<file path="src/hw/conv_macros.svh">
`ifndef CONV_MACROS_SVH
`define CONV_MACROS_SVH

// block grid, the full-size frame is 20 x 16
`define CONV_GRID_W     4
`define CONV_GRID_H     4

`define CONV_CH         3
`define CONV_PIX        9
`define CONV_SLOTS      27

`define CONV_ACT_W      10
`define CONV_ACC_W      26
`define CONV_COORD_W    7
`define CONV_ADDR_W     9
`define CONV_WADDR_W    7
`define CONV_BADDR_W    5

// fixed point result is acc[FRAC +: ACT_W] after rounding
`define CONV_FRAC       8
`define CONV_ROUND      128

// block issue to bank write
`define CONV_PIPE_LAT   5

`endif

</file>
<file path="src/hw/conv_pkg.sv">
`default_nettype none

`include "conv_macros.svh"

package conv_pkg;

    typedef logic signed [`CONV_ACT_W-1:0] act_t;
    // slot c*9+p holds pixel p of channel c
    typedef act_t [`CONV_SLOTS-1:0] act_word_t;
    // slot oc*3+ic weights input channel ic into output channel oc
    typedef act_t [`CONV_CH*`CONV_CH-1:0] weight_word_t;
    typedef logic signed [`CONV_ACC_W-1:0] acc_t;
    typedef logic [`CONV_COORD_W-1:0] coord_t;
    typedef logic [`CONV_ADDR_W-1:0] bank_addr_t;
    // active low, bit n enables bank n
    typedef logic [3:0] bank_sel_t;
    typedef enum logic [1:0] {IDLE, LOAD, STREAM, DONE} ctrl_state_t;

    // bank holding block (x, y)
    function automatic logic [1:0] bank_of(coord_t x, coord_t y);
        return {y[0], x[0]};
    endfunction

    function automatic bank_addr_t block_addr(coord_t x, coord_t y);
        bank_addr_t col;
        bank_addr_t row;
        col = bank_addr_t'(x >> 1);
        row = bank_addr_t'(y >> 1);
        return col + row * bank_addr_t'(`CONV_GRID_W / 2);
    endfunction

endpackage

`default_nettype wire

</file>
<file path="src/hw/result_writer.sv">
`timescale 1ns/1ps
`default_nettype none

`include "conv_macros.svh"

module result_writer (
    input  wire logic             clk,
    input  wire logic             rst_n,
    input  wire conv_pkg::acc_t   sums [`CONV_SLOTS],
    input  wire logic             wr,
    input  wire conv_pkg::coord_t x,
    input  wire conv_pkg::coord_t y,
    output conv_pkg::bank_sel_t   sram_wen,
    output conv_pkg::bank_addr_t  sram_waddr,
    output conv_pkg::act_word_t   sram_wdata
);

    conv_pkg::act_word_t packed_w;

    always_comb begin
        conv_pkg::acc_t rounded;
        for (int s = 0; s < `CONV_SLOTS; s++) begin
            rounded     = sums[s] + conv_pkg::acc_t'(`CONV_ROUND);
            packed_w[s] = rounded[`CONV_FRAC +: `CONV_ACT_W];
        end
    end

    always_ff @(posedge clk) begin
        if (!rst_n) begin
            sram_wen <= '1;
        end else begin
            sram_wen <= '1;
            if (wr) begin
                sram_wen[conv_pkg::bank_of(x, y)] <= 1'b0;
            end
        end
    end

    always_ff @(posedge clk) begin
        sram_waddr <= conv_pkg::block_addr(x, y);
        sram_wdata <= packed_w;
    end

    one_bank_write: assert property (@(posedge clk) disable iff (!rst_n)
        $countones(~sram_wen) <= 1);

endmodule

`default_nettype wire

</file>
<file path="config.mk">
export PLATFORM = sky130hd
export DESIGN_NAME = result_writer
export DESIGN_NICKNAME = d
export VERILOG_FILES = /design/src/hw/conv_pkg.sv /design/src/hw/result_writer.sv
export VERILOG_INCLUDE_DIRS = /design/src /design/src/hw
export SDC_FILE = /design/constraint.sdc
export NUM_CORES = 1
export LEC_CHECK = 0
export BUFFER_PORTS_ARGS = -buffer_cell sky130_fd_sc_hd__buf_2
export CAP_MARGIN = 40
export CORE_AREA = 2 2 386 388
export CTS_BUF_LIST = sky130_fd_sc_hd__clkbuf_4 sky130_fd_sc_hd__clkbuf_8 sky130_fd_sc_hd__clkbuf_16
export DETAILED_ROUTE_END_ITERATION = 12
export DIE_AREA = 0 0 388 390
export PLACE_DENSITY_LB_ADDON = 0.2
export SLEW_MARGIN = 10
export SYNTH_ARGS = -nofsm -noshare
export SYNTH_HDL_FRONTEND = slang
export SYNTH_SLANG_ARGS = --single-unit
</file>
<file path="constraint.sdc">
create_clock -name clk -period 1.7 [get_ports clk]
set_clock_uncertainty 0.2 [all_clocks]
set_input_delay 0.34 -clock clk [delete_from_list [all_inputs] [get_ports clk]]
set_output_delay 0.34 -clock clk [all_outputs]
set_load 0.05 [all_outputs]
</file>
==> flow_summary.ini <==
[status]
status = finished with violations
violations = hold timing, setup timing

[yosys]
yosysUniqueCellTypes = 29
synth.net_count = 1665
ys_seq_elements = 282
synth.yosys.seq_area_share_pct = 56.15
yosys.area.top_type = dfxtp_1
netlist_area_sq_um = 10050
ys.warnings.count = 0
synth_top_area_share_pct = 56.15
syn_avg_cell_area_sq_um = 11.01
syn_inst = 913
yosys-top-cells-area = dfxtp_1, xnor2_1, xor2_1

[critical_path]
worstSetupStartpointType = input port
timing.critical_path.mode_cell = dlygate4sd3_1
path_cells = dlygate4sd3_1, buf_2, and4_1, nand3_1, xnor2_1, dlygate4sd3_1
max_stage_delay_ns = 0.54
cp_top_family = buffers and inverters
timing.critical_path.required_ns = 1.96
critPathMaxFanout = 4
endpoint_kind = flop
arrival_ns = 2.00
crit_end = sram_wdata[119]$_DFF_P_
crit_buf_inv = 3
crit_path_start = sums[403]
cp_num_cells = 6
crit_slowest_cell = dlygate4sd3_1
crit_type = in -> reg

[drt]
drt_iter0_markers = 224
viasPerCell = 2.707
wl_microns = 52510
drc = 0
vias = 10835
drt_pass1_iterations = 4
wl_per_cell_microns = 13.12
postRouteAntennaNets = 0

[final_layout]
regArea_sq_um = 5817
num-fill-cells = 16574
layout_common_cells = dlygate4sd3_1, buf_2, buf_6
finalNetCount = 2792
final_common_cell = dlygate4sd3_1
fin_util_pct = 16.41
syn_to_final_growth_pct = 140.2
multi_input_area_sq_um = 4492
drive_above_1_share_pct = 41.26

[timing]
period_share_pct = 102.6
drv_slew = 0
worst_slack_ns = -0.04385
whs_ns = -0.001771
post-route-min-period_ns = 1.744
rsz0062_at_grt = yes
hold_viol_final = 1
finalSetupViolations = 9
clock.fmax_mhz = 573.4

[floorplanning]
core_area_sq_um = 147100
start_util_pct = 6.833
dieHeight_microns = 390
io_pins = 1002
dieArea_sq_um = 151300
die_w_microns = 388
num_rows = 141

[clocking]
numCtsBuffers = 44
h-tree-depth = 2
ctsRootBufferMaster = clkbuf_16
clkTransAtPathRegs_ns = 0.07
tritoncts = yes
cts_sinks = 282
clk_path_buf_depth = 3

[run]
drv_cap = 0

[global_route]
grt_pass1_wl_microns = 74860
grt_use_total_pct = 6.743
antenna_found_initial = 8
grt_pass1_vias = 11662
grt_max_degree = 13
overflow = 0

[power_and_ir_drop]
p_per_area_nw_per_um2 = 939.3
ir_drop_uv = 638.2
total_leakage_power_nw = 10.07

[place]
portBuffers = 595
dp_hpwl_microns = 41960
gp_congestion = 0.7572
place_ws_ns = -0.2722

[min_path]
worstHoldPathType = in -> reg
-- worst min-delay path by stage --
stage	to	slack (ns)	cells past startpoint	startpoint
3_3_place_gp	sram_wdata[109]$_DFF_P_	0.34	2	sums[433]
2_1_floorplan	sram_waddr[0]$_DFF_P_	0.17	0	x[1]
4_1_cts	sram_wdata[115]$_DFF_P_	-0.008	5	sums[400]
5_1_grt	sram_wdata[109]$_DFF_P_	0.006	4	sums[425]
3_5_place_dp	sram_wdata[29]$_DFF_P_	0.33	2	sums[641]
6_report	sram_wdata[0]$_DFF_P_	-0.002	2	sums[683]
-- report_power, final --
part	internal (mW)	switching [mW]	leakage, nW
clock	6.01	3.64	0.749
sequential	7.17	0.273	2.38
combinational	2.55	3.05	6.94
-- cell families (layout without fill, tap and decap cells) --
group                      after synthesis  in the layout  share of synthesized area (%)
AOI/OAI and AO/OA                        9              9                         0.5476
xor gates and xnor gates               247            247                          21.52
adders and majority gates               33             33                          4.182
buffers and inverters                   16           1173                         0.6347
DFF                                    282            282                          56.15
other                                    1              4                        0.03730
and+or+nand+nor                        325            325                          16.93
-- flip-flops by register name, indices dropped and copies added, names as in the netlist --
signal / flops
sram_wen: 4
sram_waddr: 8
sram_wdata: 270
-- per-layer routing --
| layer | track usage [%] | part of all wire, % |
|---|---|---|
| met2 | 11.31 | 47 |
| met3 | 3.387 | 11 |
| met5 | 0 | 0.086 |
| met4 | 2.816 | 3.6 |
| met1 | 7.141 | 38 |
-- cell usage after synthesis, drive strengths merged --
| master | instances |
|---|---|
| and2b | 2 |
| and3 | 44 |
| ha | 32 |
| conb | 1 |
| and4 | 16 |
| buf | 1 |
| a21oi | 3 |
| a211oi | 1 |
| nor4 | 1 |
| xnor2 | 168 |
| inv | 15 |
| o21bai | 1 |
| nand4b | 1 |
| dfxtp | 282 |
| nor2 | 39 |
| a21o | 2 |
| nand4 | 25 |
| or3 | 1 |
| o21ai | 2 |
| nor3 | 10 |
| fa | 1 |
| xor2 | 79 |
| nand2b | 4 |
| nand2 | 61 |
| nand3 | 121 |
-- repair_timing --
| action | in CTS | in global routing |
|---|---|---|
| buffers inserted | 0 | 4 |
| resized for setup | 672 | 114 |
| endpoints found under the setup margin | 282 | 105 |
| hold buffers | 465 | 3 |
| pin swaps | 0 | 17 |
| hold endpoints to repair | 281 | 3 |
-- stage by stage --
stage / area (sq um) / TNS, ns / power (mW) / instances
after floorplan: 10050 / 0 / 9.710 / 913
after global placement: 15750 / -0.4226 / 11.40 / 3475
after detailed placement: 15750 / -0.4404 / 11.38 / 3475
after CTS: 23880 / -1.114 / 23.29 / 4016
after global routing: 24140 / -0.4850 / 23.84 / 4001
final: 24150 / -0.1617 / 22.68 / 4003
-- final cells by class --
cell class / instances / share of cell area (%)
flip-flops and latches: 282 / 24.09
inverters: 15 / 0.2332
multi-input cells: 615 / 18.60
clock buffers: 62 / 5.477
repair buffers: 1082 / 40.76
clock inverters: 14 / 0.8083
diodes: 3 / 0.03109
well taps: 1930 / 10.00
Note: power is estimated with default switching activity, not from simulation.
