**config.mk**
```make
export PLATFORM = sky130hd
export DESIGN_NAME = bank_gather
export DESIGN_NICKNAME = d
export VERILOG_FILES = /design/src/hw/conv_pkg.sv /design/src/hw/bank_gather.sv
export VERILOG_INCLUDE_DIRS = /design/src /design/src/hw
export SDC_FILE = /design/constraint.sdc
export NUM_CORES = 1
export LEC_CHECK = 0
export ABC_AREA = 0
export BUFFER_PORTS_ARGS = -buffer_cell sky130_fd_sc_hd__buf_2
export CAP_MARGIN = 10
export CORE_AREA = 2 2 625 627
export DETAILED_ROUTE_END_ITERATION = 8
export DIE_AREA = 0 0 627 629
export GPL_ROUTABILITY_DRIVEN = 0
export GPL_TIMING_DRIVEN = 0
export PLACE_DENSITY = 0.3
export SLEW_MARGIN = 20
export SYNTH_ARGS = -nofsm -noshare
export SYNTH_HDL_FRONTEND = slang
export SYNTH_SLANG_ARGS = --single-unit
export TNS_END_PERCENT = 5
```
**constraint.sdc**
```tcl
create_clock -name clk -period 2.67 [get_ports clk]
set_input_delay 0.6675 -clock clk [delete_from_list [all_inputs] [get_ports clk]]
set_output_delay 0.6675 -clock clk [all_outputs]
set_load 0.02 [all_outputs]
```
**src/hw/conv_macros.svh**
```systemverilog
`ifndef CONV_MACROS_SVH
`define CONV_MACROS_SVH

// block grid, the full-size frame is 20 x 16
`define CONV_GRID_W     4
`define CONV_GRID_H     4

`define CONV_CH         3
`define CONV_PIX        9
`define CONV_SLOTS      27

`define CONV_ACT_W      10
`define CONV_ACC_W      26
`define CONV_COORD_W    7
`define CONV_ADDR_W     9
`define CONV_WADDR_W    7
`define CONV_BADDR_W    5

// fixed point result is acc[FRAC +: ACT_W] after rounding
`define CONV_FRAC       8
`define CONV_ROUND      128

// block issue to bank write
`define CONV_PIPE_LAT   5

`endif

```
**src/hw/conv_pkg.sv**
```systemverilog
`default_nettype none

`include "conv_macros.svh"

package conv_pkg;

    typedef logic signed [`CONV_ACT_W-1:0] act_t;
    // slot c*9+p holds pixel p of channel c
    typedef act_t [`CONV_SLOTS-1:0] act_word_t;
    // slot oc*3+ic weights input channel ic into output channel oc
    typedef act_t [`CONV_CH*`CONV_CH-1:0] weight_word_t;
    typedef logic signed [`CONV_ACC_W-1:0] acc_t;
    typedef logic [`CONV_COORD_W-1:0] coord_t;
    typedef logic [`CONV_ADDR_W-1:0] bank_addr_t;
    // active low, bit n enables bank n
    typedef logic [3:0] bank_sel_t;
    typedef enum logic [1:0] {IDLE, LOAD, STREAM, DONE} ctrl_state_t;

    // bank holding block (x, y)
    function automatic logic [1:0] bank_of(coord_t x, coord_t y);
        return {y[0], x[0]};
    endfunction

    function automatic bank_addr_t block_addr(coord_t x, coord_t y);
        bank_addr_t col;
        bank_addr_t row;
        col = bank_addr_t'(x >> 1);
        row = bank_addr_t'(y >> 1);
        return col + row * bank_addr_t'(`CONV_GRID_W / 2);
    endfunction

endpackage

`default_nettype wire

```
**src/hw/bank_gather.sv**
```systemverilog
`timescale 1ns/1ps
`default_nettype none

`include "conv_macros.svh"

module bank_gather (
    input  wire logic                   clk,
    input  wire conv_pkg::coord_t       x,
    input  wire conv_pkg::coord_t       y,
    input  wire logic [1:0]             bias_idx,
    input  wire conv_pkg::act_word_t    sram_rdata_0,
    input  wire conv_pkg::act_word_t    sram_rdata_1,
    input  wire conv_pkg::act_word_t    sram_rdata_2,
    input  wire conv_pkg::act_word_t    sram_rdata_3,
    input  wire conv_pkg::weight_word_t sram_rdata_weight,
    input  wire conv_pkg::act_t         sram_rdata_bias,
    output conv_pkg::act_word_t         feat,
    output conv_pkg::weight_word_t      wts,
    output conv_pkg::act_t              bias [`CONV_CH]
);

    conv_pkg::act_word_t sel_word;

    // x and y arrive aligned with the read data
    always_comb begin
        case (conv_pkg::bank_of(x, y))
            2'd0:    sel_word = sram_rdata_0;
            2'd1:    sel_word = sram_rdata_1;
            2'd2:    sel_word = sram_rdata_2;
            default: sel_word = sram_rdata_3;
        endcase
    end

    always_ff @(posedge clk) begin
        feat <= sel_word;
        wts  <= sram_rdata_weight;
        if (bias_idx < 2'(`CONV_CH)) begin
            bias[bias_idx] <= sram_rdata_bias;
        end
    end

endmodule

`default_nettype wire

```
==> results.py <==
metrics = {
    "pwr": {
        "power.total_mw": 19.16,
        "p_leak_nw": 12.88,
        "vdd.ir_drop.worst_uv": 489.1,
        "power.density_nw_per_um2": 596.1,
    },
    "worst_setup_path": {
        "worst-path-max-fanout": 12,
        "arrival_ps": 3120,
        "crit_path_end_kind": "flop",
        "criticalPathCategory": "in -> reg",
        "required_ps": 3280,
        "crit_path_start_kind": "input port",
    },
    "drt": {
        "drt-initial-drc-count": 1374,
        "drt_first_pass_iters": 5,
        "routed-wl-met2_um": 130100,
        "wl_met3_um": 44870,
        "drt-total-wl_um": 276400,
        "wl_met1_um": 91280,
        "ant_nets": 0,
        "viasPerCell": 2.402,
        "vias": 18650,
        "wl_per_cell_um": 35.59,
        "drc_errors": 0,
        "top_layer": "met5",
    },
    "cts": {
        "cts_made_buffers": 56,
        "cts_root_buf": "clkbuf_16",
        "cts_max_level": 2,
        "post_cts_buffers": 0,
        "clock_path_buffers": 3,
        "cts_sinks": 390,
        "cts_tree": "yes",
        "clk_pin_slew_ps": 60,
    },
    "floorplan": {
        "die_w_um": 627,
        "num_io_pins": 1587,
        "rows": 229,
        "dieArea_um2": 394400,
        "start_util_pct": 3.777,
        "die_h_um": 629,
        "coreArea_um2": 387700,
    },
    "synth": {
        "syn-num-nets": 1920,
        "synth_area_um2": 14640,
        "yosysWarnings": 0,
        "synthTopCellsByArea": "dfxtp_1 49%, mux4_2 42%, edfxtp_1 6.2%, buf_6 1.8%, buf_2 1.0%",
        "syn_area_per_cell_um2": 20.25,
        "synthFlopType": "dfxtp_1",
        "synth.top_cell.area_share_pct": 49.23,
        "netlist-cell-type-count": 9,
        "synthArstFlopShare_pct": 0,
        "synth_largest_area_cell": "dfxtp_1",
        "synth_edf_count": 30,
        "yosysMostFrequentCell": "dfxtp_1",
        "yosys_register_bits": 390,
        "ys_seq_area_share_pct": 55.38,
        "synthTopCellsByCount": "360 x dfxtp_1, 270 x mux4_2, 30 x buf_2, 30 x edfxtp_1, 23 x buf_6",
        "syn_inst": 723,
    },
    "grt": {
        "grt_max_degree": 19,
        "gr-total-overflow": 0,
        "grt_pass1_wl_um": 314000,
        "grt_usage_pct": 13.51,
        "grt_pass1_vias": 17580,
        "antenna_found_initial": 489,
    },
    "hold_path": {
        "hold_depth": 1,
        "hold_start": "sram_rdata_bias[6]",
        "min_delay_worst_endpoint": "bias[6]",
        "min_path_type": "in -> reg",
    },
    "place": {
        "io_buffer_count": 1572,
        "dp.final_hpwl_um": 257200,
        "placed_cells": 7493,
        "pre_cts_slack_ps": -893.6,
    },
    "layout": {
        "drive_gt1_share_pct": 80.21,
        "final.fill_count": 45220,
        "nNetsFinal": 3641,
        "area_growth_pct": 119.6,
        "stdcell_count": 7765,
    },
    "timing": {
        "min_period_over_period_pct": 94.05,
        "slew_headroom_pct": 29.11,
        "setup_violations": 0,
        "rsz0062_at_grt": "false",
        "drv_slew": 0,
        "layout_setup_ws_ps": 158.9,
        "hold_violations": 0,
        "layout_min_cycle_time_ps": 2511,
        "max_freq_mhz": 398.2,
        "tightest_slew_ps": 1063,
        "finalSetupTns_ps": 0,
    },
    "run_status": {
        "status": "complete, no violations",
    },
    "run": {
        "maxCapViolations": 0,
    },
}
registers in the layout, summed over array words and instances, names as in the netlist:
name,flops
bias,30
feat,270
wts,90
what timing repair did:
item | in CTS | in global routing
resized for setup | 1 | 0
hold endpoints to repair | 90 | 0
hold buffers | 90 | 0
setup endpoints to repair | 3 | 0
logic make-up after synthesis:
family | count (synthesis) | synth area share, %
buffers and inverters | 60 | 2.974
flip-flops | 390 | 55.38
multiplexers | 270 | 41.53
AND/OR/NAND/NOR | 3 | 0.1111
worst max-delay path by stage:
stage	from	end	slack, ps	cells after the start
finish	y[0]	feat[140]	160	4
global route	y[0]	feat[140]	160	4
CTS	y[0]	feat[140]	70	4
detailed placement	y[0]	feat[7]	-890	4
global placement	y[0]	feat[9]	-900	4
floorplan	x[0]	feat[0]	960	4
worst max-delay path, cell delays in order:
cell and delay, ps:
buf_2 570, buf_2 530, buf_2 750, mux4_2 500
routing by layer:
layer	vias to the layer above	global-route usage, %
li1	6568	-
met2	1960	23.00
met3	1009	9.682
met5	-	0
met1	8803	13.39
met4	314	2.362
cell usage in the layout (no fill, tap or decap):
cell              n
clkinv_2         11
mux4_2          270
buf_4             1
clkinv_4          4
clkinvlp_4        1
buf_1             1
diode_2          77
clkbuf_16        57
buf_16            1
clkbuf_1         11
nor2_1            1
clkinv_16         3
inv_6             6
dfxtp_1         360
nor2b_2           2
buf_2          1601
buf_6            23
edfxtp_1         30
dlygate4sd3_1    90
clkbuf_2          3
bufinv_16         6
clkbuf_8          9
through the flow:
stage                     instance area (um2)  util, %  hold slack, ps
after global placement                  29010    7.483           772.5
after global routing                    32010    8.258           60.30
after detailed placement                29040    7.491           771.6
after CTS                               31950    8.240           17.20
after floorplan                         14640        -           695.2
final                                   32140    8.291           125.8
report_power, final:
| group | total [mW] | internal (mW) | leakage [nW] | switching [mW] |
|---|---|---|---|---|
| sequential | 6.60 | 6.44 | 3.32 | 0.164 |
| clock | 8.42 | 4.79 | 0.986 | 3.62 |
| combinational | 4.14 | 1.74 | 8.57 | 2.40 |
cell type report:
type	count	area (um2)	share of cell area, %
Antenna cell	77	192.7	0.5995
Sequential cell	390	8108	25.22
Timing Repair Buffer	1663	8796	27.36
Multi-Input combinational cell	273	6102	18.98
Tap cell	5197	6502	20.23
Buffer	60	440.4	1.370
Clock buffer	74	1582	4.920
Clock inverter	31	420.4	1.308
Note: power is estimated with default switching activity, not from simulation.
