`src/hw/conv_macros.svh`:
```
`ifndef CONV_MACROS_SVH
`define CONV_MACROS_SVH

// block grid, the full-size frame is 20 x 16
`define CONV_GRID_W     4
`define CONV_GRID_H     4

`define CONV_CH         3
`define CONV_PIX        9
`define CONV_SLOTS      27

`define CONV_ACT_W      10
`define CONV_ACC_W      26
`define CONV_COORD_W    7
`define CONV_ADDR_W     9
`define CONV_WADDR_W    7
`define CONV_BADDR_W    5

// fixed point result is acc[FRAC +: ACT_W] after rounding
`define CONV_FRAC       8
`define CONV_ROUND      128

// block issue to bank write
`define CONV_PIPE_LAT   5

`endif

```
`src/hw/conv_pkg.sv`:
```
`default_nettype none

`include "conv_macros.svh"

package conv_pkg;

    typedef logic signed [`CONV_ACT_W-1:0] act_t;
    // slot c*9+p holds pixel p of channel c
    typedef act_t [`CONV_SLOTS-1:0] act_word_t;
    // slot oc*3+ic weights input channel ic into output channel oc
    typedef act_t [`CONV_CH*`CONV_CH-1:0] weight_word_t;
    typedef logic signed [`CONV_ACC_W-1:0] acc_t;
    typedef logic [`CONV_COORD_W-1:0] coord_t;
    typedef logic [`CONV_ADDR_W-1:0] bank_addr_t;
    // active low, bit n enables bank n
    typedef logic [3:0] bank_sel_t;
    typedef enum logic [1:0] {IDLE, LOAD, STREAM, DONE} ctrl_state_t;

    // bank holding block (x, y)
    function automatic logic [1:0] bank_of(coord_t x, coord_t y);
        return {y[0], x[0]};
    endfunction

    function automatic bank_addr_t block_addr(coord_t x, coord_t y);
        bank_addr_t col;
        bank_addr_t row;
        col = bank_addr_t'(x >> 1);
        row = bank_addr_t'(y >> 1);
        return col + row * bank_addr_t'(`CONV_GRID_W / 2);
    endfunction

endpackage

`default_nettype wire

```
`src/hw/conv_ctrl.sv`:
```
`timescale 1ns/1ps
`default_nettype none

`include "conv_macros.svh"

module conv_ctrl (
    input  wire logic                clk,
    input  wire logic                rst_n,
    input  wire logic                enable,
    output conv_pkg::bank_addr_t     sram_raddr,
    output logic [`CONV_WADDR_W-1:0] sram_raddr_weight,
    output logic [`CONV_BADDR_W-1:0] sram_raddr_bias,
    output logic [1:0]               bias_idx,
    output logic                     issue,
    output conv_pkg::coord_t         x,
    output conv_pkg::coord_t         y,
    output logic                     done
);

    conv_pkg::ctrl_state_t state;
    conv_pkg::coord_t      cx;
    conv_pkg::coord_t      cy;
    logic [2:0]            cnt;
    logic                  draining;
    logic [1:0]            bias_tag;
    logic                  last_blk;

    assign last_blk = (cx == conv_pkg::coord_t'(`CONV_GRID_W - 1)) &&
                      (cy == conv_pkg::coord_t'(`CONV_GRID_H - 1));
    assign done = (state == conv_pkg::DONE);
    // layer one has a single weight word
    assign sram_raddr_weight = '0;

    always_ff @(posedge clk) begin
        if (!rst_n) begin
            state           <= conv_pkg::IDLE;
            cnt             <= '0;
            draining        <= 1'b0;
            cx              <= '0;
            cy              <= '0;
            issue           <= 1'b0;
            bias_tag        <= 2'd3;
            bias_idx        <= 2'd3;
            sram_raddr_bias <= '0;
        end else begin
            issue    <= 1'b0;
            bias_tag <= 2'd3;
            // index follows its address by the sram read latency
            bias_idx <= bias_tag;
            case (state)
                conv_pkg::IDLE: begin
                    if (enable) begin
                        state <= conv_pkg::LOAD;
                        cnt   <= '0;
                    end
                end
                conv_pkg::LOAD: begin
                    if (cnt < 3'(`CONV_CH)) begin
                        sram_raddr_bias <= `CONV_BADDR_W'(cnt);
                        bias_tag        <= cnt[1:0];
                    end
                    cnt <= cnt + 1'b1;
                    if (cnt == 3'(`CONV_CH)) begin
                        state    <= conv_pkg::STREAM;
                        cx       <= '0;
                        cy       <= '0;
                        draining <= 1'b0;
                    end
                end
                conv_pkg::STREAM: begin
                    if (!draining) begin
                        issue <= 1'b1;
                        if (last_blk) begin
                            draining <= 1'b1;
                            cnt      <= 3'd1;
                        end else if (cx == conv_pkg::coord_t'(`CONV_GRID_W - 1)) begin
                            cx <= '0;
                            cy <= cy + 1'b1;
                        end else begin
                            cx <= cx + 1'b1;
                        end
                    end else begin
                        // wait until the last block has left the write stage
                        cnt <= cnt + 1'b1;
                        if (cnt == 3'(`CONV_PIPE_LAT)) begin
                            state <= conv_pkg::DONE;
                        end
                    end
                end
                default: begin
                end
            endcase
        end
    end

    always_ff @(posedge clk) begin
        sram_raddr <= conv_pkg::block_addr(cx, cy);
        x          <= cx;
        y          <= cy;
    end

    coord_in_grid: assert property (@(posedge clk) disable iff (!rst_n)
        issue |-> (x < `CONV_GRID_W) && (y < `CONV_GRID_H));

endmodule

`default_nettype wire

```
`config.mk`:
```
export PLATFORM = sky130hd
export DESIGN_NAME = conv_ctrl
export DESIGN_NICKNAME = d
export VERILOG_FILES = /design/src/hw/conv_pkg.sv /design/src/hw/conv_ctrl.sv
export VERILOG_INCLUDE_DIRS = /design/src /design/src/hw
export SDC_FILE = /design/constraint.sdc
export NUM_CORES = 1
export LEC_CHECK = 0
export BUFFER_PORTS_ARGS = -buffer_cell sky130_fd_sc_hd__buf_2
export CAP_MARGIN = 25
export CELL_PAD_IN_SITES_DETAIL_PLACEMENT = 0
export CELL_PAD_IN_SITES_GLOBAL_PLACEMENT = 1
export CORE_MARGIN = 1.5
export CORE_UTILIZATION = 42
export CTS_BUF_LIST = sky130_fd_sc_hd__clkbuf_16
export DETAILED_ROUTE_END_ITERATION = 6
export HOLD_SLACK_MARGIN = 0.03
export PLACE_DENSITY = 0.83
export SLEW_MARGIN = 20
export SYNTH_ARGS = -nofsm -noshare
export SYNTH_HDL_FRONTEND = slang
export SYNTH_SLANG_ARGS = --single-unit
```
`constraint.sdc`:
```
create_clock -name clk -period 1.91 [get_ports clk]
set_input_delay 0.573 -clock clk [delete_from_list [all_inputs] [get_ports clk]]
set_output_delay 0.573 -clock clk [all_outputs]
set_load 0.05 [all_outputs]
```
==> results of run 1 <==
critical path, cell delays in order (launching register included):
cell       delay (ps)
dfxtp_1           310
ha_1              260
nor2b_2           190
a41o_2            330
a2111oi_4         370
xnor2_1           150
nor2_1             50
final timing paths:
kind              startpoint  endpoint  depth (start not counted)
setup / recovery       cy[0]     cx[6]                          6
setup reg to reg       cy[0]     cx[6]                          6
hold / removal         cx[0]      x[0]                          0
hold reg to reg        cx[0]      x[0]                          0
cell usage after synthesis (2+ instances only):
library cell  number
nor3_1             3
a21boi_1           4
a21oi_1            8
nand3_1            8
a21o_1             3
o221a_2            2
clkbuf_1           5
ha_1              15
a211oi_1           3
xnor2_1            7
dfxtp_1           49
o21ai_1            4
nor2b_1            7
o21a_1             2
buf_4             12
nand4_1            4
a41oi_1            2
nand2b_1           5
nand2_1           16
and4_1             2
nor2_1            15
and2_1             2
o22ai_1            2
inv_1             10
a31oi_1            3
a21boi_0           3
or3_1              3
o21ai_0            4
mux2i_1            3
where the power goes:
group / switching, uW / internal [uW]
Combinational: 580 / 345
Sequential: 44.0 / 1100
Clock: 351 / 480
Total: 975 / 1930
layout by cell type (no fill, tap or decap), types with 3 or more instances in the layout:
cell type and n:
a211oi_1 3, a21boi_0 3, a21boi_1 4, a21o_1 3, a21oi_1 8, a31oi_1 3
buf_2 31, buf_4 17, clkbuf_16 5, conb_1 10, dfxtp_1 48, ha_1 14
inv_1 10, mux2i_1 3, nand2_1 16, nand2b_1 5, nand3_1 8, nand4_1 4
nor2_1 15, nor2b_1 6, o21ai_0 4, o21ai_1 4, or3_1 3, xnor2_1 7
repair_timing:
item / 4_1_cts / 5_1_grt
endpoints found under the setup margin: 0 / 9
resized for setup: 0 / 6
hold buffers: 0 / 0
sequential cells by signal, summed over array words and instances, names as in the netlist, 2 cells and up:
signal           count
cx                   7
cy                   7
sram_raddr           7
x                    7
y                    7
cnt                  3
sram_raddr_bias      3
bias_idx             2
bias_tag             2
state                2
layer usage:
layer | share of wire (%) | wire length (um) | GRT usage, %
met2 | 47 | 1810 | 25.4
met4 | 0.98 | 38 | 5.74
met1 | 48 | 1870 | 17.3
met5 | 0 | 0 | 0
met3 | 4.0 | 154 | 2.51
final cells by class:
type	instances	area, um2
Fill cell	490	2430
Multi-Input combinational cell	160	1170
Sequential cell	49	982
Timing Repair Buffer	48	283
Clock buffer	5	125
Tap cell	70	87.6
Inverter	10	37.5
Clock inverter	3	17.5
logic make-up (layout without fill, tap and decap cells):
kind of cell	Yosys count	count (layout)
xor+xnor	8	8
compound gates	47	47
flops	49	49
simple gates	75	75
fa+ha+maj	16	16
other cells	1	10
buf+inv	28	66
mux	4	4
through the flow:
| step | utilization, % | setup WS (ps) | total power [uW] | instance area [um2] |
|---|---|---|---|---|
| after floorplan | - | 162 | 1880 | 2280 |
| after global placement | 49.3 | 88.6 | 2070 | 2530 |
| after detailed placement | 49.3 | 55.8 | 2070 | 2530 |
| after CTS | 52.1 | 46.8 | 2920 | 2680 |
| after global routing | 52.6 | 10.9 | 3090 | 2710 |
| final | 52.6 | 119 | 2900 | 2710 |
==> impl_metrics.yaml, run 1 <==
run_status:
  status: "complete, no violations"
yosys:
  synth_ff_type: "dfxtp_1"
  synth-xor-area-share_pct: 3.12
  synth.mux.area_fraction_pct: 1.84
  netlist-cell-type-count: 51
  ys_seq_elements: 49
  syn_area_per_cell_um2: 9.84
  syn_inst: 228
  ys_warn_count: 0
  async_flop_share_pct: 0
  synthAdderAreaFrac_pct: 9.26
  syn_area_mm2: 0.00224
  synth_area_leaders: "dfxtp_1 44%, ha_1 8.4%, buf_4 4.0%"
  synth_top_area_share_pct: 43.7
  synth_top_family_by_area: "simple AND/OR/NAND/NOR gates"
  synth_compound_area_share_pct: 15.9
  synthSimpleGateAreaFrac_pct: 19.2
  ys_seq_area_share_pct: 43.7
  synth_edf_count: 0
  yosys.area.top_type: "dfxtp_1"
floorplan:
  core_mm2: 0.00514
  die_area_mm2: 0.00579
  io_pins: 42
  row_count: 26
  start_util_pct: 43.6
  die-height_um: 76.1
  die_x_um: 76.1
place:
  gp_congestion: 0.790
  io_buffers: 31
  hpwlAfterDp_mm: 2.93
  placed_cells_incl_taps: 337
global_route:
  grt_overflow: 0
  grt_max_degree: 18
  antenna_found_initial: 0
  grt_pass1_vias: 1614
  grt_use_total_pct: 14.4
  grt_pass1_wl_mm: 6.85
timing:
  period_needed_ps: 1790
  slew_violations: 0
  clock.fmax_mhz: 558
  clock_skew_ps: 3.55
  rsz0062_at_grt: "no"
  hold_viol_final: 0
  tns_ps: 0
  final-setup-viol-count: 0
  hold-worst-slack_ps: 398
  period_share_pct: 93.8
cts:
  post-cts-setup-buffer-count: 0
  clock_sinks: 49
  cts_max_level: 2
  cts_inserted_buffers: 5
  ctsLongestPathBuffers: 2
  cts_tree: "done"
  clockRootBuffer: "clkbuf_16"
  clkTransAtPathRegs_ps: 60
  clk_latency_ps: 280
detailed_routing:
  antenna_left: 0
  via_per_inst: 4.88
  num_vias: 1683
  wl_mm: 3.87
  drt_pass1_iterations: 4
  wire_per_inst_um: 11.2
  drc_errors: 0
  drtIter0Drc: 89
setup_path:
  worst_ep_arrival_time_ps: 1950
  crit_required_ps: 2070
  path_class: "flop to flop"
  crit_fanout: 6
  worstSetupStartpointType: "flop"
  reg2reg_slack_ps: 120
  setup.worst_path.end_class: "flop"
layout:
  instances_no_fill: 345
  syn_to_final_growth_pct: 20.6
  nNetsFinal: 293
  drive_gt1_share_pct: 26.5
  antennaDiodeCount: 0
run:
  cap_violations: 0
power:
  powerDensity_mw_per_mm2: 1070
  peakVddDrop_uv: 673
  power_leakage_uw: 0.00120
min_path:
  hp-class: "flop to flop"
Power figures use the tool's default switching activity.
==> run 2, diff against run 1 <==
--- a/config.mk
+++ b/config.mk
@@ -10,7 +10,7 @@
 export CAP_MARGIN = 25
 export CELL_PAD_IN_SITES_DETAIL_PLACEMENT = 0
 export CELL_PAD_IN_SITES_GLOBAL_PLACEMENT = 1
-export CORE_MARGIN = 1.5
+export CORE_MARGIN = 10
 export CORE_UTILIZATION = 42
 export CTS_BUF_LIST = sky130_fd_sc_hd__clkbuf_16
 export DETAILED_ROUTE_END_ITERATION = 6
==> run 2 against run 1 <==
Sequential power about the same. First-iteration DRC count down 27%. Worst hold slack better by 1.5 ps. Cell count up 0.29%. Clock power up 15%. Non-clock buffer count up 1. Combinational power up 2.4%. Register-to-register slack about the same. Die area up 50%. Power up 5.0%. Largest cell class unchanged. Routed wire length up 16%.
==> impl_metrics.yaml, run 2 (synthesis gave the netlist of run 1 again) <==
floorplan:
  io_pins: 42
  die_area_mm2: 0.00866
  row_count: 26
  die_x_um: 93.1
  start_util_pct: 43.6
  die-height_um: 93.1
  core_mm2: 0.00514
detailed_routing:
  antenna_left: 0
  wl_mm: 4.47
  num_vias: 1684
  drc_errors: 0
  drt_pass1_iterations: 4
  drtIter0Drc: 65
  wire_per_inst_um: 12.9
  via_per_inst: 4.87
layout:
  multiInputGateArea_mm2: 0.00116
  mostFrequentLayoutCell: "dfxtp_1"
  drive_gt1_share_pct: 26.8
  syn_to_final_growth_pct: 21.4
  antennaDiodeCount: 0
  regArea_um2: 982
  fillers: 497
  layout_common_cells: "48 x dfxtp_1, 31 x buf_2, 18 x buf_4"
  nNetsFinal: 294
global_route:
  antenna_found_initial: 0
  grt_overflow: 0
  grt_use_total_pct: 10.4
  grt_max_degree: 21
  grt_pass1_wl_mm: 7.49
  grt_pass1_vias: 1602
power:
  power_leakage_uw: 0.00121
  powerDensity_mw_per_mm2: 1120
  switching_power_uw: 981
  peakVddDrop_uv: 490
  p_clk_share_pct: 31.5
  p_int_uw: 2060
  p_sw_share_pct: 32.2
  power_uw: 3050
  power_frac_seq_pct: 37.4
  p_comb_share_pct: 31.1
timing:
  rsz0062_at_grt: "no"
  worst_slack_ps: 122
  clock_skew_ps: 7.98
  tns_ps: 0
  period_share_pct: 93.6
  slew_violations: 0
  clock.fmax_mhz: 559
  final-setup-viol-count: 0
  hold_viol_final: 0
  period_needed_ps: 1790
cts:
  cts_max_level: 2
  clockRootBuffer: "clkbuf_16"
  clock_sinks: 49
  cts_tree: "done"
  ctsLongestPathBuffers: 2
  post-cts-setup-buffer-count: 0
  clkTransAtPathRegs_ps: 60
  clk_latency_ps: 280
  cts_inserted_buffers: 5
run:
  cap_violations: 0
setup_path:
  setup.worst_path.end_class: "flop"
  worst_ep_arrival_time_ps: 1960
  path_class: "flop to flop"
  worstSetupStartpointType: "flop"
  crit_required_ps: 2080
  crit_fanout: 4
place:
  dpl_worst_slack_ps: 89.8
  gp_congestion: 0.800
  io_buffers: 31
  hpwlAfterDp_mm: 3.38
run_status:
  status: "complete, no violations"
min_path:
  hp-class: "flop to flop"
-- run 2: changes by cell type in the layout (fill, tap and decap cells not counted), sizes merged --
cell,delta
clkinvlp,+1
clkinv,-2
bufinv,+1
buf,+1
-- run 2: repair_timing --
action	CTS	global route
resized for setup	0	5
hold buffers	0	0
setup endpoints to repair	0	11
-- run 2: worst max-delay path, stage by stage, from the launching register on --
cell,delay [ps]
dfxtp_1,340
buf_4,170
ha_1,200
fa_1,400
a21oi_1,150
nor2_1,50
nor2_1,150
nor2b_1,70
o21a_1,170
-- run 2: area by class of cell --
type | count | share of cell area [%]
multi-input cells | 160 | 42.6
clock buffers | 5 | 4.59
repair buffers | 49 | 10.7
inverters | 10 | 1.38
flip-flops and latches | 49 | 36.1
well taps | 70 | 3.22
clock inverters | 3 | 1.52
-- run 2: through the flow --
step	std cells	hold WS (ps)	area (um2)	utilization, %
after floorplan	237	380	2280	-
after global placement	338	389	2540	49.4
after detailed placement	338	392	2540	49.4
after CTS	346	401	2710	52.7
after global routing	346	410	2720	53.0
final	346	400	2720	53.0
-- run 2: power by group through the flow --
stage / sequential [uW] / clock (uW) / combinational (uW)
final: 1140 / 959 / 947
after global routing: 1150 / 1040 / 1030
after CTS: 1140 / 989 / 933
after detailed placement: 1160 / 0 / 929
after global placement: 1160 / 0 / 931
after floorplan: 1290 / 0 / 598
-- run 2: metal layers --
layer,up-vias,wire [um],GRT usage [%]
met5,-,0,0
met4,0,57,4.50
met3,4,219,3.20
met2,31,2080,17.2
met1,772,2110,12.0
li1,877,-,-
-- run 2: final timing paths --
kind | start | end | slack (ps) | cells past startpoint
min | cy[1] | y[1] | 400 | 0
min reg2reg | cy[1] | y[1] | 400 | 0
max reg2reg | cy[1] | sram_raddr[7] | 120 | 8
max | cy[1] | sram_raddr[7] | 120 | 8
==> run 3, diff against run 2 <==
--- a/config.mk
+++ b/config.mk
@@ -11,11 +11,11 @@
 export CELL_PAD_IN_SITES_DETAIL_PLACEMENT = 0
 export CELL_PAD_IN_SITES_GLOBAL_PLACEMENT = 1
 export CORE_MARGIN = 10
-export CORE_UTILIZATION = 42
-export CTS_BUF_LIST = sky130_fd_sc_hd__clkbuf_16
+export CORE_UTILIZATION = 44
+export CTS_BUF_LIST = sky130_fd_sc_hd__clkbuf_8
 export DETAILED_ROUTE_END_ITERATION = 6
 export HOLD_SLACK_MARGIN = 0.03
-export PLACE_DENSITY = 0.83
+export PLACE_DENSITY_LB_ADDON = 0.08
 export SLEW_MARGIN = 20
 export SYNTH_ARGS = -nofsm -noshare
 export SYNTH_HDL_FRONTEND = slang
==> run 3 against run 2 <==
Cell count shrank 0.58%. Via count fell by 1.4%. Routed wire length is 1.5% higher. Non-clock buffer count grew 3. Sequential share of layout area up 1.0 points. Critical path type unchanged. Clock-buffer cell count stayed put. Critical path depth shrank 2. Global-route usage increased by 0.56 points. Combinational power shrank 2%. Design area is 2.8% lower. Flip-flop and latch count stayed put. First-iteration DRC count decreased by 11%.
==> impl_metrics.yaml, run 3 (synthesis gave the netlist of run 1 again) <==
detailed_routing:
  wire_per_inst_um: 13.2
  antenna_left: 0
  via_per_inst: 4.83
  drtIter0Drc: 58
  num_vias: 1661
  drt_pass1_iterations: 4
  wl_mm: 4.54
  drc_errors: 0
floorplan:
  die-height_um: 91.4
  die_area_mm2: 0.00835
  start_util_pct: 46.6
  die_x_um: 91.4
  io_pins: 42
  row_count: 25
  core_mm2: 0.00482
layout:
  layout_common_cells: "48 x dfxtp_1, 31 x buf_2, 21 x buf_4"
  nNetsFinal: 297
  regArea_um2: 982
  drive_gt1_share_pct: 27.1
  fin_area_mm2: 0.00265
  post-route-util_pct: 55.0
  mostFrequentLayoutCell: "dfxtp_1"
  multiInputGateArea_mm2: 0.00116
  antennaDiodeCount: 0
  syn_to_final_growth_pct: 18.0
  instances_no_fill: 344
  fillers: 465
place:
  hpwlAfterDp_mm: 3.53
  place_area_mm2: 0.00256
  gp_congestion: 0.763
  placed_cells_incl_taps: 338
  io_buffers: 31
timing:
  slew_violations: 0
  hold_viol_final: 0
  rsz0062_at_grt: "no"
  clock_skew_ps: 12.0
  period_needed_ps: 1780
  final-setup-viol-count: 0
  hold-worst-slack_ps: 395
  tns_ps: 0
  period_share_pct: 93.4
  clock.fmax_mhz: 560
global_route:
  antenna_found_initial: 0
  grt_overflow: 0
  grt_pass1_vias: 1674
  grt_pass1_wl_mm: 7.70
  grt_use_total_pct: 10.9
  grt_max_degree: 20
cts:
  cts_inserted_buffers: 5
  ctsLongestPathBuffers: 2
  cts_tree: "done"
  holdBufCountCts: 0
  clockRootBuffer: "clkbuf_8"
  cts_max_level: 2
  clock_sinks: 49
  clk_latency_ps: 290
  clkTransAtPathRegs_ps: 90
  post-cts-setup-buffer-count: 0
  cts_resized: 0
setup_path:
  worstSetupStartpointType: "flop"
  rr_worst_depth: 6
  rr_endpoint: "cy[2]"
  reg2reg_slack_ps: 130
  crit_required_ps: 2140
  setup.worst_path.end_class: "flop"
  crit_fanout: 5
  path_class: "flop to flop"
  timing.rr.start: "cx[1]"
  worst_ep_arrival_time_ps: 2010
run_status:
  status: "complete, no violations"
power:
  powerDensity_mw_per_mm2: 994
  peakVddDrop_uv: 555
  power_leakage_uw: 0.00119
min_path:
  hp-class: "flop to flop"
  min_path_cells: 0
  min_from: "cy[1]"
  min_delay_worst_endpoint: "y[1]"
run:
  cap_violations: 0
==> run 3: changes by cell type in the layout (fill, tap and decap cells not counted), moves of 2 or more <==
cell	delta
ha_2	-2
clkbuf_8	+5
buf_4	+3
ha_1	+2
clkbuf_16	-5
==> run 3: worst max-delay path by stage <==
stage | from | end | slack [ps] | depth (start not counted)
4_1_cts | cx[0] | cy[2] | 20 | 6
6_report | cx[1] | cy[2] | 130 | 6
5_1_grt | cy[1] | sram_raddr[7] | 9 | 8
3_5_place_dp | cx[0] | cy[2] | 40 | 6
2_1_floorplan | cx[0] | cy[2] | 160 | 6
3_3_place_gp | cx[0] | cy[2] | 100 | 6
==> run 3: per-layer routing <==
| metal | up-vias | share of wire [%] | wire (um) | track usage, % |
|---|---|---|---|---|
| met4 | 0 | 0.57 | 26 | 3.52 |
| met5 | - | 0 | 0 | 0 |
| li1 | 875 | - | - | - |
| met1 | 745 | 48 | 2180 | 12.6 |
| met3 | 2 | 4.8 | 220 | 3.37 |
| met2 | 39 | 46 | 2110 | 18.7 |
==> run 3: worst max-delay path: stages, from the launching register on <==
cell and delay, ps:
dfxtp_1 400, ha_1 240, nor3b_2 240, and2_4 210, nand4_4 120, or3b_1 380, a21boi_1 130
==> run 3: layout make-up <==
type                    instances  area share (%)
clock buffers                   5            2.60
clock inverters                 1           0.189
inverters                      10            1.42
multi-input cells             160            43.7
flip-flops and latches         49            37.1
well taps                      67            3.17
repair buffers                 52            11.8
==> run 3: per-stage QoR <==
stage	setup WS, ps	power (uW)
5_1_grt	8.95	2800
3_3_place_gp	102	2100
2_1_floorplan	162	1880
4_1_cts	18.5	2640
3_5_place_dp	44.5	2090
6_report	126	2630
==> run 3: where the power goes <==
part	switching (uW)	leakage [uW]	internal [uW]
registers	45.1	0.000396	1100
clock network	315	0.0000399	242
logic	579	0.000755	351
total	939	0.00119	1690
